==> src/hdl/fe_consts.svh <==
`ifndef FE_CONSTS_SVH
`define FE_CONSTS_SVH

// Fetch address and instruction word widths
`define FE_VADDR_WIDTH 16
`define FE_INSTR_WIDTH 32

// Instruction store geometry, one valid bit per word
`define FE_IMEM_WORDS 64
`define FE_IMEM_INDEX_WIDTH 6

// First legal fetch address, window is FE_IMEM_WORDS words long
`define FE_IMEM_BASE 16'h1000

// Exception cause field
`define FE_ECODE_WIDTH 2

`endif

==> src/hdl/fe_pkg.sv <==
`include "fe_consts.svh"

package fe_pkg;

  // Commands from the back end
  typedef enum logic [1:0]
  {
    e_op_state_reset = 2'd0,
    e_op_pc_redirect = 2'd1,
    e_op_icache_fill = 2'd2
  } fe_cmd_opcode_e;

  // Instr is only meaningful for a fill
  typedef struct packed
  {
    fe_cmd_opcode_e              opcode;
    logic [`FE_VADDR_WIDTH-1:0]  vaddr;
    logic [`FE_INSTR_WIDTH-1:0]  instr;
  } fe_cmd_s;

  typedef enum logic
  {
    e_fe_fetch     = 1'b0,
    e_fe_exception = 1'b1
  } fe_msg_type_e;

  typedef enum logic [`FE_ECODE_WIDTH-1:0]
  {
    e_instr_access_fault = 2'd0,
    e_icache_miss        = 2'd1
  } fe_exception_code_e;

  typedef struct packed
  {
    logic [`FE_INSTR_WIDTH-`FE_ECODE_WIDTH-1:0] pad;
    fe_exception_code_e                          code;
  } fe_exception_payload_s;

  // Same word, read by msg_type
  typedef union packed
  {
    logic [`FE_INSTR_WIDTH-1:0] instr;
    fe_exception_payload_s      exception;
  } fe_queue_payload_u;

  typedef struct packed
  {
    fe_msg_type_e                msg_type;
    logic [`FE_VADDR_WIDTH-1:0]  pc;
    fe_queue_payload_u           payload;
  } fe_queue_s;

  typedef enum logic [1:0] {e_wait = 2'd0, e_run, e_stall} fe_state_e;

endpackage

==> src/hdl/fe_controller.sv <==
`timescale 1ns/1ns

`include "fe_consts.svh"

module fe_controller
  (input                                clk_i
   , input                              reset_i

   , input  fe_pkg::fe_cmd_s            fe_cmd_i
   , input                              fe_cmd_v_i
   , output logic                       fe_cmd_yumi_o

   , input                              exception_v_i
   , input                              fetch_fail_i
   , input        [`FE_VADDR_WIDTH-1:0] if2_pc_i
   , input                              fe_queue_ready_i

   , output logic                       redirect_v_o
   , output logic [`FE_VADDR_WIDTH-1:0] redirect_pc_o
   , output logic                       advance_o
   , output logic                       poison_o
   , output logic                       block_o

   , output logic                       imem_clear_o
   , output logic                       imem_write_v_o
   , output logic [`FE_VADDR_WIDTH-1:0] imem_write_addr_o
   , output logic [`FE_INSTR_WIDTH-1:0] imem_write_instr_o
   );

  import fe_pkg::*;

  fe_state_e                  state_n, state_r;
  logic [`FE_VADDR_WIDTH-1:0] pc_resume_n, pc_resume_r;
  logic                       unstall;

  // Every command is taken the cycle it shows up
  assign fe_cmd_yumi_o = fe_cmd_v_i;
  assign block_o       = fe_cmd_v_i;

  always_comb
  begin
    imem_clear_o   = 1'b0;
    imem_write_v_o = 1'b0;
    if (fe_cmd_v_i)
    begin
      case (fe_cmd_i.opcode)
        e_op_state_reset: imem_clear_o   = 1'b1;
        e_op_icache_fill: imem_write_v_o = 1'b1;
        // Plain redirect only moves the PC
        default:          imem_write_v_o = 1'b0;
      endcase
    end
  end

  assign imem_write_addr_o  = fe_cmd_i.vaddr;
  assign imem_write_instr_o = fe_cmd_i.instr;

  always_comb
  begin
    state_n   = state_r;
    advance_o = 1'b0;
    poison_o  = 1'b0;
    unstall   = 1'b0;
    if (fe_cmd_v_i)
    begin
      state_n   = e_run;
      advance_o = 1'b1;
      poison_o  = 1'b1;
    end
    else
    begin
      case (state_r)
        e_run:
          if (exception_v_i)
          begin
            state_n  = e_wait;
            poison_o = 1'b1;
          end
          else if (fetch_fail_i)
          begin
            state_n  = e_stall;
            poison_o = 1'b1;
          end
          else
            advance_o = 1'b1;
        // Empty pipeline restarts once the queue is ready
        e_stall:
          if (fe_queue_ready_i)
          begin
            state_n   = e_run;
            advance_o = 1'b1;
            unstall   = 1'b1;
          end
        e_wait:
          state_n = e_wait;
        default:
          state_n = e_wait;
      endcase
    end
  end

  // Command vaddr bypasses the register so the redirect is same-cycle
  assign pc_resume_n   = fe_cmd_v_i ? fe_cmd_i.vaddr : if2_pc_i;
  assign redirect_v_o  = fe_cmd_v_i | unstall;
  assign redirect_pc_o = fe_cmd_v_i ? fe_cmd_i.vaddr : pc_resume_r;

  always_ff @(posedge clk_i)
  begin
    if (fe_cmd_v_i | fetch_fail_i)
      pc_resume_r <= pc_resume_n;
  end

  always_ff @(posedge clk_i)
  begin
    if (reset_i)
      state_r <= e_wait;
    else
      state_r <= state_n;
  end

  a_cmd_opcode_known: assert property (@(posedge clk_i) disable iff (reset_i)
    fe_cmd_yumi_o |-> (fe_cmd_i.opcode inside {e_op_state_reset, e_op_pc_redirect,
                                                e_op_icache_fill}))
    else $error("Command accepted with an undefined opcode");

endmodule

==> src/hdl/fe_imem.sv <==
`timescale 1ns/1ns

`include "fe_consts.svh"

module fe_imem
  (input                                clk_i
   , input                              reset_i

   , input        [`FE_VADDR_WIDTH-1:0] read_pc_i
   , input                              clear_i
   , input                              write_v_i
   , input        [`FE_VADDR_WIDTH-1:0] write_addr_i
   , input        [`FE_INSTR_WIDTH-1:0] write_instr_i

   , output logic [`FE_INSTR_WIDTH-1:0] instr_o
   , output logic                       hit_o
   , output logic                       fault_o
   );

  import fe_pkg::*;

  localparam logic [`FE_VADDR_WIDTH-1:0] window_bytes = `FE_IMEM_WORDS * 4;

  function automatic logic in_window(input logic [`FE_VADDR_WIDTH-1:0] addr);
    logic [`FE_VADDR_WIDTH-1:0] offset;
    offset = addr - `FE_IMEM_BASE;
    return (addr >= `FE_IMEM_BASE) && (offset < window_bytes) && (addr[1:0] == 2'b00);
  endfunction

  logic [`FE_INSTR_WIDTH-1:0]     mem_r [`FE_IMEM_WORDS];
  logic [`FE_IMEM_WORDS-1:0]      word_v_r;
  logic [`FE_VADDR_WIDTH-1:0]     read_offset, write_offset;
  logic [`FE_IMEM_INDEX_WIDTH-1:0] read_idx, write_idx;
  logic                           read_ok, write_en, bypass;
  logic [`FE_INSTR_WIDTH-1:0]     s1_instr_r, s2_instr_r;
  logic                           s1_hit_r, s2_hit_r, s1_fault_r, s2_fault_r;

  assign read_offset  = read_pc_i - `FE_IMEM_BASE;
  assign write_offset = write_addr_i - `FE_IMEM_BASE;
  assign read_idx     = read_offset[`FE_IMEM_INDEX_WIDTH+1:2];
  assign write_idx    = write_offset[`FE_IMEM_INDEX_WIDTH+1:2];
  assign read_ok      = in_window(read_pc_i);
  assign write_en     = write_v_i & in_window(write_addr_i);

  // A fill is visible to the fetch issued in the same cycle
  assign bypass = write_en & (write_idx == read_idx);

  always_ff @(posedge clk_i)
  begin
    if (write_en)
      mem_r[write_idx] <= write_instr_i;
  end

  always_ff @(posedge clk_i)
  begin
    if (reset_i | clear_i)
      word_v_r <= '0;
    else if (write_en)
      word_v_r[write_idx] <= 1'b1;
  end

  always_ff @(posedge clk_i)
  begin
    s1_instr_r <= bypass ? write_instr_i : mem_r[read_idx];
    s1_hit_r   <= ~clear_i & (bypass | word_v_r[read_idx]);
    s1_fault_r <= ~read_ok;
    s2_instr_r <= s1_instr_r;
    s2_hit_r   <= s1_hit_r;
    s2_fault_r <= s1_fault_r;
  end

  assign instr_o = s2_instr_r;
  assign hit_o   = s2_hit_r;
  assign fault_o = s2_fault_r;

  a_no_write_on_clear: assert property (@(posedge clk_i) disable iff (reset_i)
    !(write_v_i && clear_i))
    else $error("Store write and clear in the same cycle");

endmodule

==> src/hdl/fe_pc_gen.sv <==
`timescale 1ns/1ns

`include "fe_consts.svh"

module fe_pc_gen
  (input                                clk_i
   , input                              reset_i

   , input                              redirect_v_i
   , input        [`FE_VADDR_WIDTH-1:0] redirect_pc_i
   , input                              advance_i
   , input                              poison_i

   , output logic [`FE_VADDR_WIDTH-1:0] next_pc_o
   , output logic                       if2_v_o
   , output logic [`FE_VADDR_WIDTH-1:0] if2_pc_o
   );

  import fe_pkg::*;

  localparam logic [`FE_VADDR_WIDTH-1:0] pc_step = 4;

  logic [`FE_VADDR_WIDTH-1:0] next_pc_r;
  logic [`FE_VADDR_WIDTH-1:0] if1_pc_r, if2_pc_r;
  logic                       if1_v_r, if2_v_r;

  // PC issued to the store this cycle
  assign next_pc_o = redirect_v_i ? redirect_pc_i : next_pc_r;

  always_ff @(posedge clk_i)
  begin
    if (reset_i)
      next_pc_r <= `FE_IMEM_BASE;
    else if (advance_i)
      next_pc_r <= next_pc_o + pc_step;
    else
      next_pc_r <= next_pc_o;
  end

  // Poison drops whatever sits in IF1
  always_ff @(posedge clk_i)
  begin
    if (reset_i)
    begin
      if1_v_r <= 1'b0;
      if2_v_r <= 1'b0;
    end
    else
    begin
      if1_v_r <= advance_i;
      if2_v_r <= if1_v_r & ~poison_i;
    end
  end

  always_ff @(posedge clk_i)
  begin
    if1_pc_r <= next_pc_o;
    if2_pc_r <= if1_pc_r;
  end

  assign if2_v_o  = if2_v_r;
  assign if2_pc_o = if2_pc_r;

  a_if1_follows_if2: assert property (@(posedge clk_i) disable iff (reset_i)
    (if1_v_r && if2_v_r) |-> (if1_pc_r == if2_pc_r + pc_step))
    else $error("Back-to-back IF1 and IF2 PCs are not one word apart");

endmodule

==> src/hdl/fe_queue_builder.sv <==
`timescale 1ns/1ns

`include "fe_consts.svh"

module fe_queue_builder
  (input                                if2_v_i
   , input        [`FE_VADDR_WIDTH-1:0] if2_pc_i
   , input        [`FE_INSTR_WIDTH-1:0] instr_i
   , input                              hit_i
   , input                              fault_i
   , input                              block_i
   , input                              fe_queue_ready_i

   , output fe_pkg::fe_queue_s          fe_queue_o
   , output logic                       fe_queue_v_o
   , output logic                       exception_v_o
   , output logic                       fetch_fail_o
   );

  import fe_pkg::*;

  logic               is_exception;
  fe_exception_code_e ecode;

  // Access fault outranks a miss
  assign is_exception = fault_i | ~hit_i;
  assign ecode        = fault_i ? e_instr_access_fault : e_icache_miss;

  always_comb
  begin
    fe_queue_o.pc = if2_pc_i;
    if (is_exception)
    begin
      fe_queue_o.msg_type               = e_fe_exception;
      fe_queue_o.payload.exception.pad  = '0;
      fe_queue_o.payload.exception.code = ecode;
    end
    else
    begin
      fe_queue_o.msg_type      = e_fe_fetch;
      fe_queue_o.payload.instr = instr_i;
    end
  end

  assign fe_queue_v_o  = if2_v_i & fe_queue_ready_i & ~block_i;
  assign exception_v_o = fe_queue_v_o & is_exception;

  // Anything in IF2 that does not leave this cycle has to be refetched
  assign fetch_fail_o = if2_v_i & ~fe_queue_v_o;

endmodule

==> src/hdl/fe_top.sv <==
`timescale 1ns/1ns

`include "fe_consts.svh"

module fe_top
  (input                       clk_i
   , input                     reset_i

   , input  fe_pkg::fe_cmd_s   fe_cmd_i
   , input                     fe_cmd_v_i
   , output logic              fe_cmd_yumi_o

   , output fe_pkg::fe_queue_s fe_queue_o
   , output logic              fe_queue_v_o
   , input                     fe_queue_ready_i
   );

  import fe_pkg::*;

  logic                       redirect_v, advance, poison, block;
  logic [`FE_VADDR_WIDTH-1:0] redirect_pc, next_pc, if2_pc, imem_write_addr;
  logic                       if2_v;
  logic                       imem_clear, imem_write_v, imem_hit, imem_fault;
  logic [`FE_INSTR_WIDTH-1:0] imem_write_instr, imem_instr;
  logic                       exception_v, fetch_fail;

  fe_controller u_controller
    (.clk_i(clk_i)
     ,.reset_i(reset_i)
     ,.fe_cmd_i(fe_cmd_i)
     ,.fe_cmd_v_i(fe_cmd_v_i)
     ,.fe_cmd_yumi_o(fe_cmd_yumi_o)
     ,.exception_v_i(exception_v)
     ,.fetch_fail_i(fetch_fail)
     ,.if2_pc_i(if2_pc)
     ,.fe_queue_ready_i(fe_queue_ready_i)
     ,.redirect_v_o(redirect_v)
     ,.redirect_pc_o(redirect_pc)
     ,.advance_o(advance)
     ,.poison_o(poison)
     ,.block_o(block)
     ,.imem_clear_o(imem_clear)
     ,.imem_write_v_o(imem_write_v)
     ,.imem_write_addr_o(imem_write_addr)
     ,.imem_write_instr_o(imem_write_instr)
     );

  fe_pc_gen u_pc_gen
    (.clk_i(clk_i)
     ,.reset_i(reset_i)
     ,.redirect_v_i(redirect_v)
     ,.redirect_pc_i(redirect_pc)
     ,.advance_i(advance)
     ,.poison_i(poison)
     ,.next_pc_o(next_pc)
     ,.if2_v_o(if2_v)
     ,.if2_pc_o(if2_pc)
     );

  fe_imem u_imem
    (.clk_i(clk_i)
     ,.reset_i(reset_i)
     ,.read_pc_i(next_pc)
     ,.clear_i(imem_clear)
     ,.write_v_i(imem_write_v)
     ,.write_addr_i(imem_write_addr)
     ,.write_instr_i(imem_write_instr)
     ,.instr_o(imem_instr)
     ,.hit_o(imem_hit)
     ,.fault_o(imem_fault)
     );

  fe_queue_builder u_queue_builder
    (.if2_v_i(if2_v)
     ,.if2_pc_i(if2_pc)
     ,.instr_i(imem_instr)
     ,.hit_i(imem_hit)
     ,.fault_i(imem_fault)
     ,.block_i(block)
     ,.fe_queue_ready_i(fe_queue_ready_i)
     ,.fe_queue_o(fe_queue_o)
     ,.fe_queue_v_o(fe_queue_v_o)
     ,.exception_v_o(exception_v)
     ,.fetch_fail_o(fetch_fail)
     );

  // Outside run the pipeline must already be drained by poison
  a_idle_pipe_empty: assert property (@(posedge clk_i) disable iff (reset_i)
    (u_controller.state_r != e_run) |-> !if2_v)
    else $error("IF2 valid while controller not in run");

endmodule

==> config.mk <==
export PLATFORM = sky130hd
export DESIGN_NAME = fe_top
export DESIGN_NICKNAME = d
export VERILOG_FILES = /design/src/hdl/fe_pkg.sv /design/src/hdl/fe_controller.sv /design/src/hdl/fe_imem.sv /design/src/hdl/fe_pc_gen.sv /design/src/hdl/fe_queue_builder.sv /design/src/hdl/fe_top.sv
export VERILOG_INCLUDE_DIRS = /design/src /design/src/hdl
export SDC_FILE = /design/constraint.sdc
export NUM_CORES = 2
export LEC_CHECK = 0
export BUFFER_PORTS_ARGS = -buffer_cell sky130_fd_sc_hd__buf_4
export CAP_MARGIN = 20
export CORE_UTILIZATION = 40
export DETAILED_ROUTE_END_ITERATION = 8
export GPL_TIMING_DRIVEN = 0
export REMOVE_ABC_BUFFERS = 1
export SYNTH_ARGS = -nofsm -noshare
export SYNTH_HDL_FRONTEND = slang
export SYNTH_HIERARCHICAL = 1
export SYNTH_SLANG_ARGS = --single-unit
==> constraint.sdc <==
create_clock -name clk_i -period 6.1 [get_ports clk_i]
set_clock_uncertainty 0.05 [all_clocks]
set_input_delay 1.525 -clock clk_i [delete_from_list [all_inputs] [get_ports clk_i]]
set_output_delay 1.525 -clock clk_i [all_outputs]
set_load 0.01 [all_outputs]
==> run summary <==
The run finished with clean final reports. The fraction of layout instances using a drive strength above 1 was 31.4%; the average instance area after synthesis was 22.8 um^2. Measured against its own limit, the worst slew margin works out to 28.5%. For this design the ratio of total power to cell area is 333 nW/um^2. The library cells used most frequently in the layout, excluding fill and tap cells, are sky130_fd_sc_hd__edfxtp_1 (2064), sky130_fd_sc_hd__mux4_2 (657), sky130_fd_sc_hd__clkbuf_16 (216).

Quantity of I/O buffers inserted on ports: 104. The H-tree was split into 4 levels. Buffers inserted to repair hold after CTS numbered 0. At the later pin of the worst-skew pair, clock insertion delay measures 0.89 ns. The tools report the share of the core filled with cells as 46.4%. The tools report the kind of start point of the critical path as a flip-flop. The run gives 5 as the number of iterations in the first detailed-routing pass.

By area the synthesized netlist is led by sky130_fd_sc_hd__edfxtp_1 (73%), sky130_fd_sc_hd__mux4_2 (17%), sky130_fd_sc_hd__dfxtp_1 (3.7%). Setup violations remaining at the end of the flow were counted as 0. In this run, CTS created clock tree buffers numbering 215. The number of cells on the worst reg-to-reg path is 10. On the final layout, the worst hold slack is 0.272 ns. Cell type with the largest total area after synthesis: sky130_fd_sc_hd__edfxtp_1.

The cell area after technology mapping was 84700 um^2. The class of the worst hold path is flip-flop to flip-flop. The maximum clock frequency is 202 MHz, and the initial cell density of the core is 40.3%.

In this run the horizontal extent of the chip is 462 um. The reg-to-reg endpoint was u_imem/instr_o[1]. After clock tree synthesis, the clock-pin slew on the worst setup and hold paths is 0.06 ns.

Main flop type after synthesis: sky130_fd_sc_hd__edfxtp_1. The overall routing resource usage came out at 19.5%. Across all register-to-register paths, the minimum setup slack is 1.16 ns.

In this run the clock root is driven by a sky130_fd_sc_hd__clkbuf_16. The initial antenna violation count was 12. After filler insertion, the fill cell instance count of the layout stands at 17000.

Total clock sinks: 2222. The maximum VDD drop came out at 0.000324 V. The run gives 6460 as the placed cell count. In this run, the number of DRC markers left after iteration 0 of detailed routing was 4192. The run gives 76.9% as the sequential element share of the synthesized area. For the number of cells in the finished layout apart from fillers, the log shows 6878. The actual slew at the worst max-slew pin works out to 1.07 ns. From synthesis to final layout, the design area changed by 15.0%. The worst setup path is of the flip-flop to flip-flop kind.

The count of pins over their slew limit was 0; the footprint of the flip-flops and latches was 65200 um^2. In the routed layout, each cell is associated on average with a via count of 5.68. The region available for standard cell placement spans 210000 um^2. In this run the most critical hold path is launched from u_pc_gen/if1_pc_r[5]. Post-CTS timing repair inserted 0 buffers for setup. The tools report the destination of the worst hold path as u_pc_gen/if2_pc_o[5]. Synthesis handed over a netlist of 3707 instances.

The tools report the kind of end point of the critical path as a flip-flop. Data on the critical path is required at its endpoint by 6.75 ns. The critical path arrival came out at 5.59 ns. The number of different library cells used by synthesis comes to 59. Entering global routing, the biggest net connects 65 pins. Mean routed wirelength per cell: 30.1 um. Of the available clock period, the critical path in the final layout requires 81.0%.

The die is 462 um tall. Summed over all layers, the global routing overflow is 0. The count of nets left with antenna violations once routing finished came out at 0.

The fraction of post-synthesis cell area in the top cell type by area was 73.2%. In this run, synthesis inferred 2064 flip-flops with an integrated enable. For this run, asynchronously set or reset flops after synthesis account for 0%. Total number of vias: 39100.

Along the worst path, the maximum fanout reaches 40. The yosys synthesis warning count came out at 6. At the end of routability-driven placement, the weighted congestion stood at 0.794. The first global-routing pass estimated 293000 um of wire.

The cell count of the worst hold path was 0; the post-route DRC violation count was 0. The count of final hold-check violations is 0, and the total length of routed wires is 207000 um. For the via count of the first global-routing pass, the log shows 39500. The clock passes through at most 3 buffers. Synthesis inferred 2222 register bits.

For the HPWL reported at the end of detailed placement, the log shows 122000 um. The floorplan step defined a die boundary enclosing 214000 um^2. For this design the static power due to leakage is 29.9 nW. The count of max-cap constraint violations is 0, and the final layout net count is 3929.

In this run the core area contains 168 standard-cell rows. The most common library cell in the layout ignoring fill and taps is sky130_fd_sc_hd__edfxtp_1. Once the clock tree was built, the resizer swapped 0 gates to a different size. The area used by multi-input combinational logic is 18500 um^2, and the clock period minus worst slack is 4.94 ns. Setup repair after global routing left no endpoint under its margin. TritonCTS built the clock tree. For this design the top-level I/O count stands at 105.
cells by family after synthesis:
family,count (synthesis),synth area share [%]
multiplexers,689,17.9
XOR/XNOR,16,0.165
AND/OR/NAND/NOR,286,1.76
flip-flops,2222,76.9
adder cells (fa/ha/maj),3,0.0443
AO/OA/AOI/OAI,183,1.40
buffers and inverters,308,1.85
stage by stage:
stage / TNS, ns / power (mW) / instance area [um^2] / worst slack, ns
finish: 0 / 32.5 / 97400 / 1.16
global route: 0 / 33.5 / 97400 / 0.695
CTS: 0 / 32.8 / 97400 / 1.01
detailed placement: 0 / 20.1 / 90600 / 0.741
global placement: -3720.95 / 22.0 / 87600 / -28.67
floorplan: -527.65 / 20.5 / 83300 / -16.64
synth_stat cells (all sizes together) (16+ instances only):
library cell	instances
a22oi	40
edfxtp	2064
buf	167
and2	38
a21oi	38
mux4	657
mux2i	18
inv	42
clkbuf	99
dfxtp	158
nand2b	16
o21ai	48
o21a	32
nand2	45
nor2	115
state kept, by name, summed over array words and instances, names as in the netlist, named ones only:
signal / count
u_imem/s1_hit_r: 1
u_imem/hit_o: 1
u_pc_gen/next_pc_r: 16
u_controller/pc_resume_r: 16
u_controller/state_r: 2
u_pc_gen/if1_v_r: 1
u_imem/fault_o: 1
u_imem/s1_fault_r: 1
u_pc_gen/if1_pc_r: 16
u_pc_gen/if2_pc_o: 16
u_imem/instr_o: 32
u_imem/mem_r: 2048
u_pc_gen/if2_v_o: 1
u_imem/word_v_r: 64
critical path: stages, from the launching register on:
cell and delay (ns):
sky130_fd_sc_hd__dfxtp_4 0.80, sky130_fd_sc_hd__buf_16 0.37, sky130_fd_sc_hd__buf_16 0.32, sky130_fd_sc_hd__buf_16 0.32
sky130_fd_sc_hd__buf_16 0.29, sky130_fd_sc_hd__buf_16 0.28, sky130_fd_sc_hd__buf_16 0.32, sky130_fd_sc_hd__mux4_2 0.56
sky130_fd_sc_hd__mux4_2 0.52, sky130_fd_sc_hd__o211ai_1 0.49, sky130_fd_sc_hd__o21ai_1 0.30
routing by layer:
metal | GRT usage, % | share of wire [%] | vias up
met5 | 0 | 0.016 | -
met4 | 5.80 | 2.7 | 4
met3 | 3.28 | 6.8 | 296
met2 | 31.7 | 50 | 1475
met1 | 26.9 | 41 | 21400
li1 | - | - | 15900
area by class of cell:
class                           instances  share of cell area, %
Clock inverter                        121                   1.05
Tap cell                             2805                   3.60
Antenna cell                           12                 0.0308
Multi-Input combinational cell       1177                   19.0
Sequential cell                      2222                   66.9
Inverter                               42                  0.162
Timing Repair Buffer                  214                   3.38
Clock buffer                          285                   5.91
worst max path at each step:
| stage | from | end | slack [ns] | cells after the start |
|---|---|---|---|---|
| final | flip-flop | u_imem/instr_o[1] | 1.16 | 10 |
| after CTS | flip-flop | u_imem/instr_o[1] | 1.01 | 10 |
| after global placement | flip-flop | u_imem/instr_o[17] | -28.67 | 4 |
| after detailed placement | fe_cmd_i[41] | u_imem/mem_r[52][17] | 0.74 | 6 |
| after floorplan | flip-flop | u_imem/instr_o[15] | -16.64 | 5 |
| after global routing | flip-flop | u_imem/instr_o[1] | 0.69 | 10 |
power breakdown:
group	internal (mW)	switching, mW
clock network	7.05	5.70
logic	1.35	1.51
registers	16.7	0.119
Power figures use the tool's default switching activity.
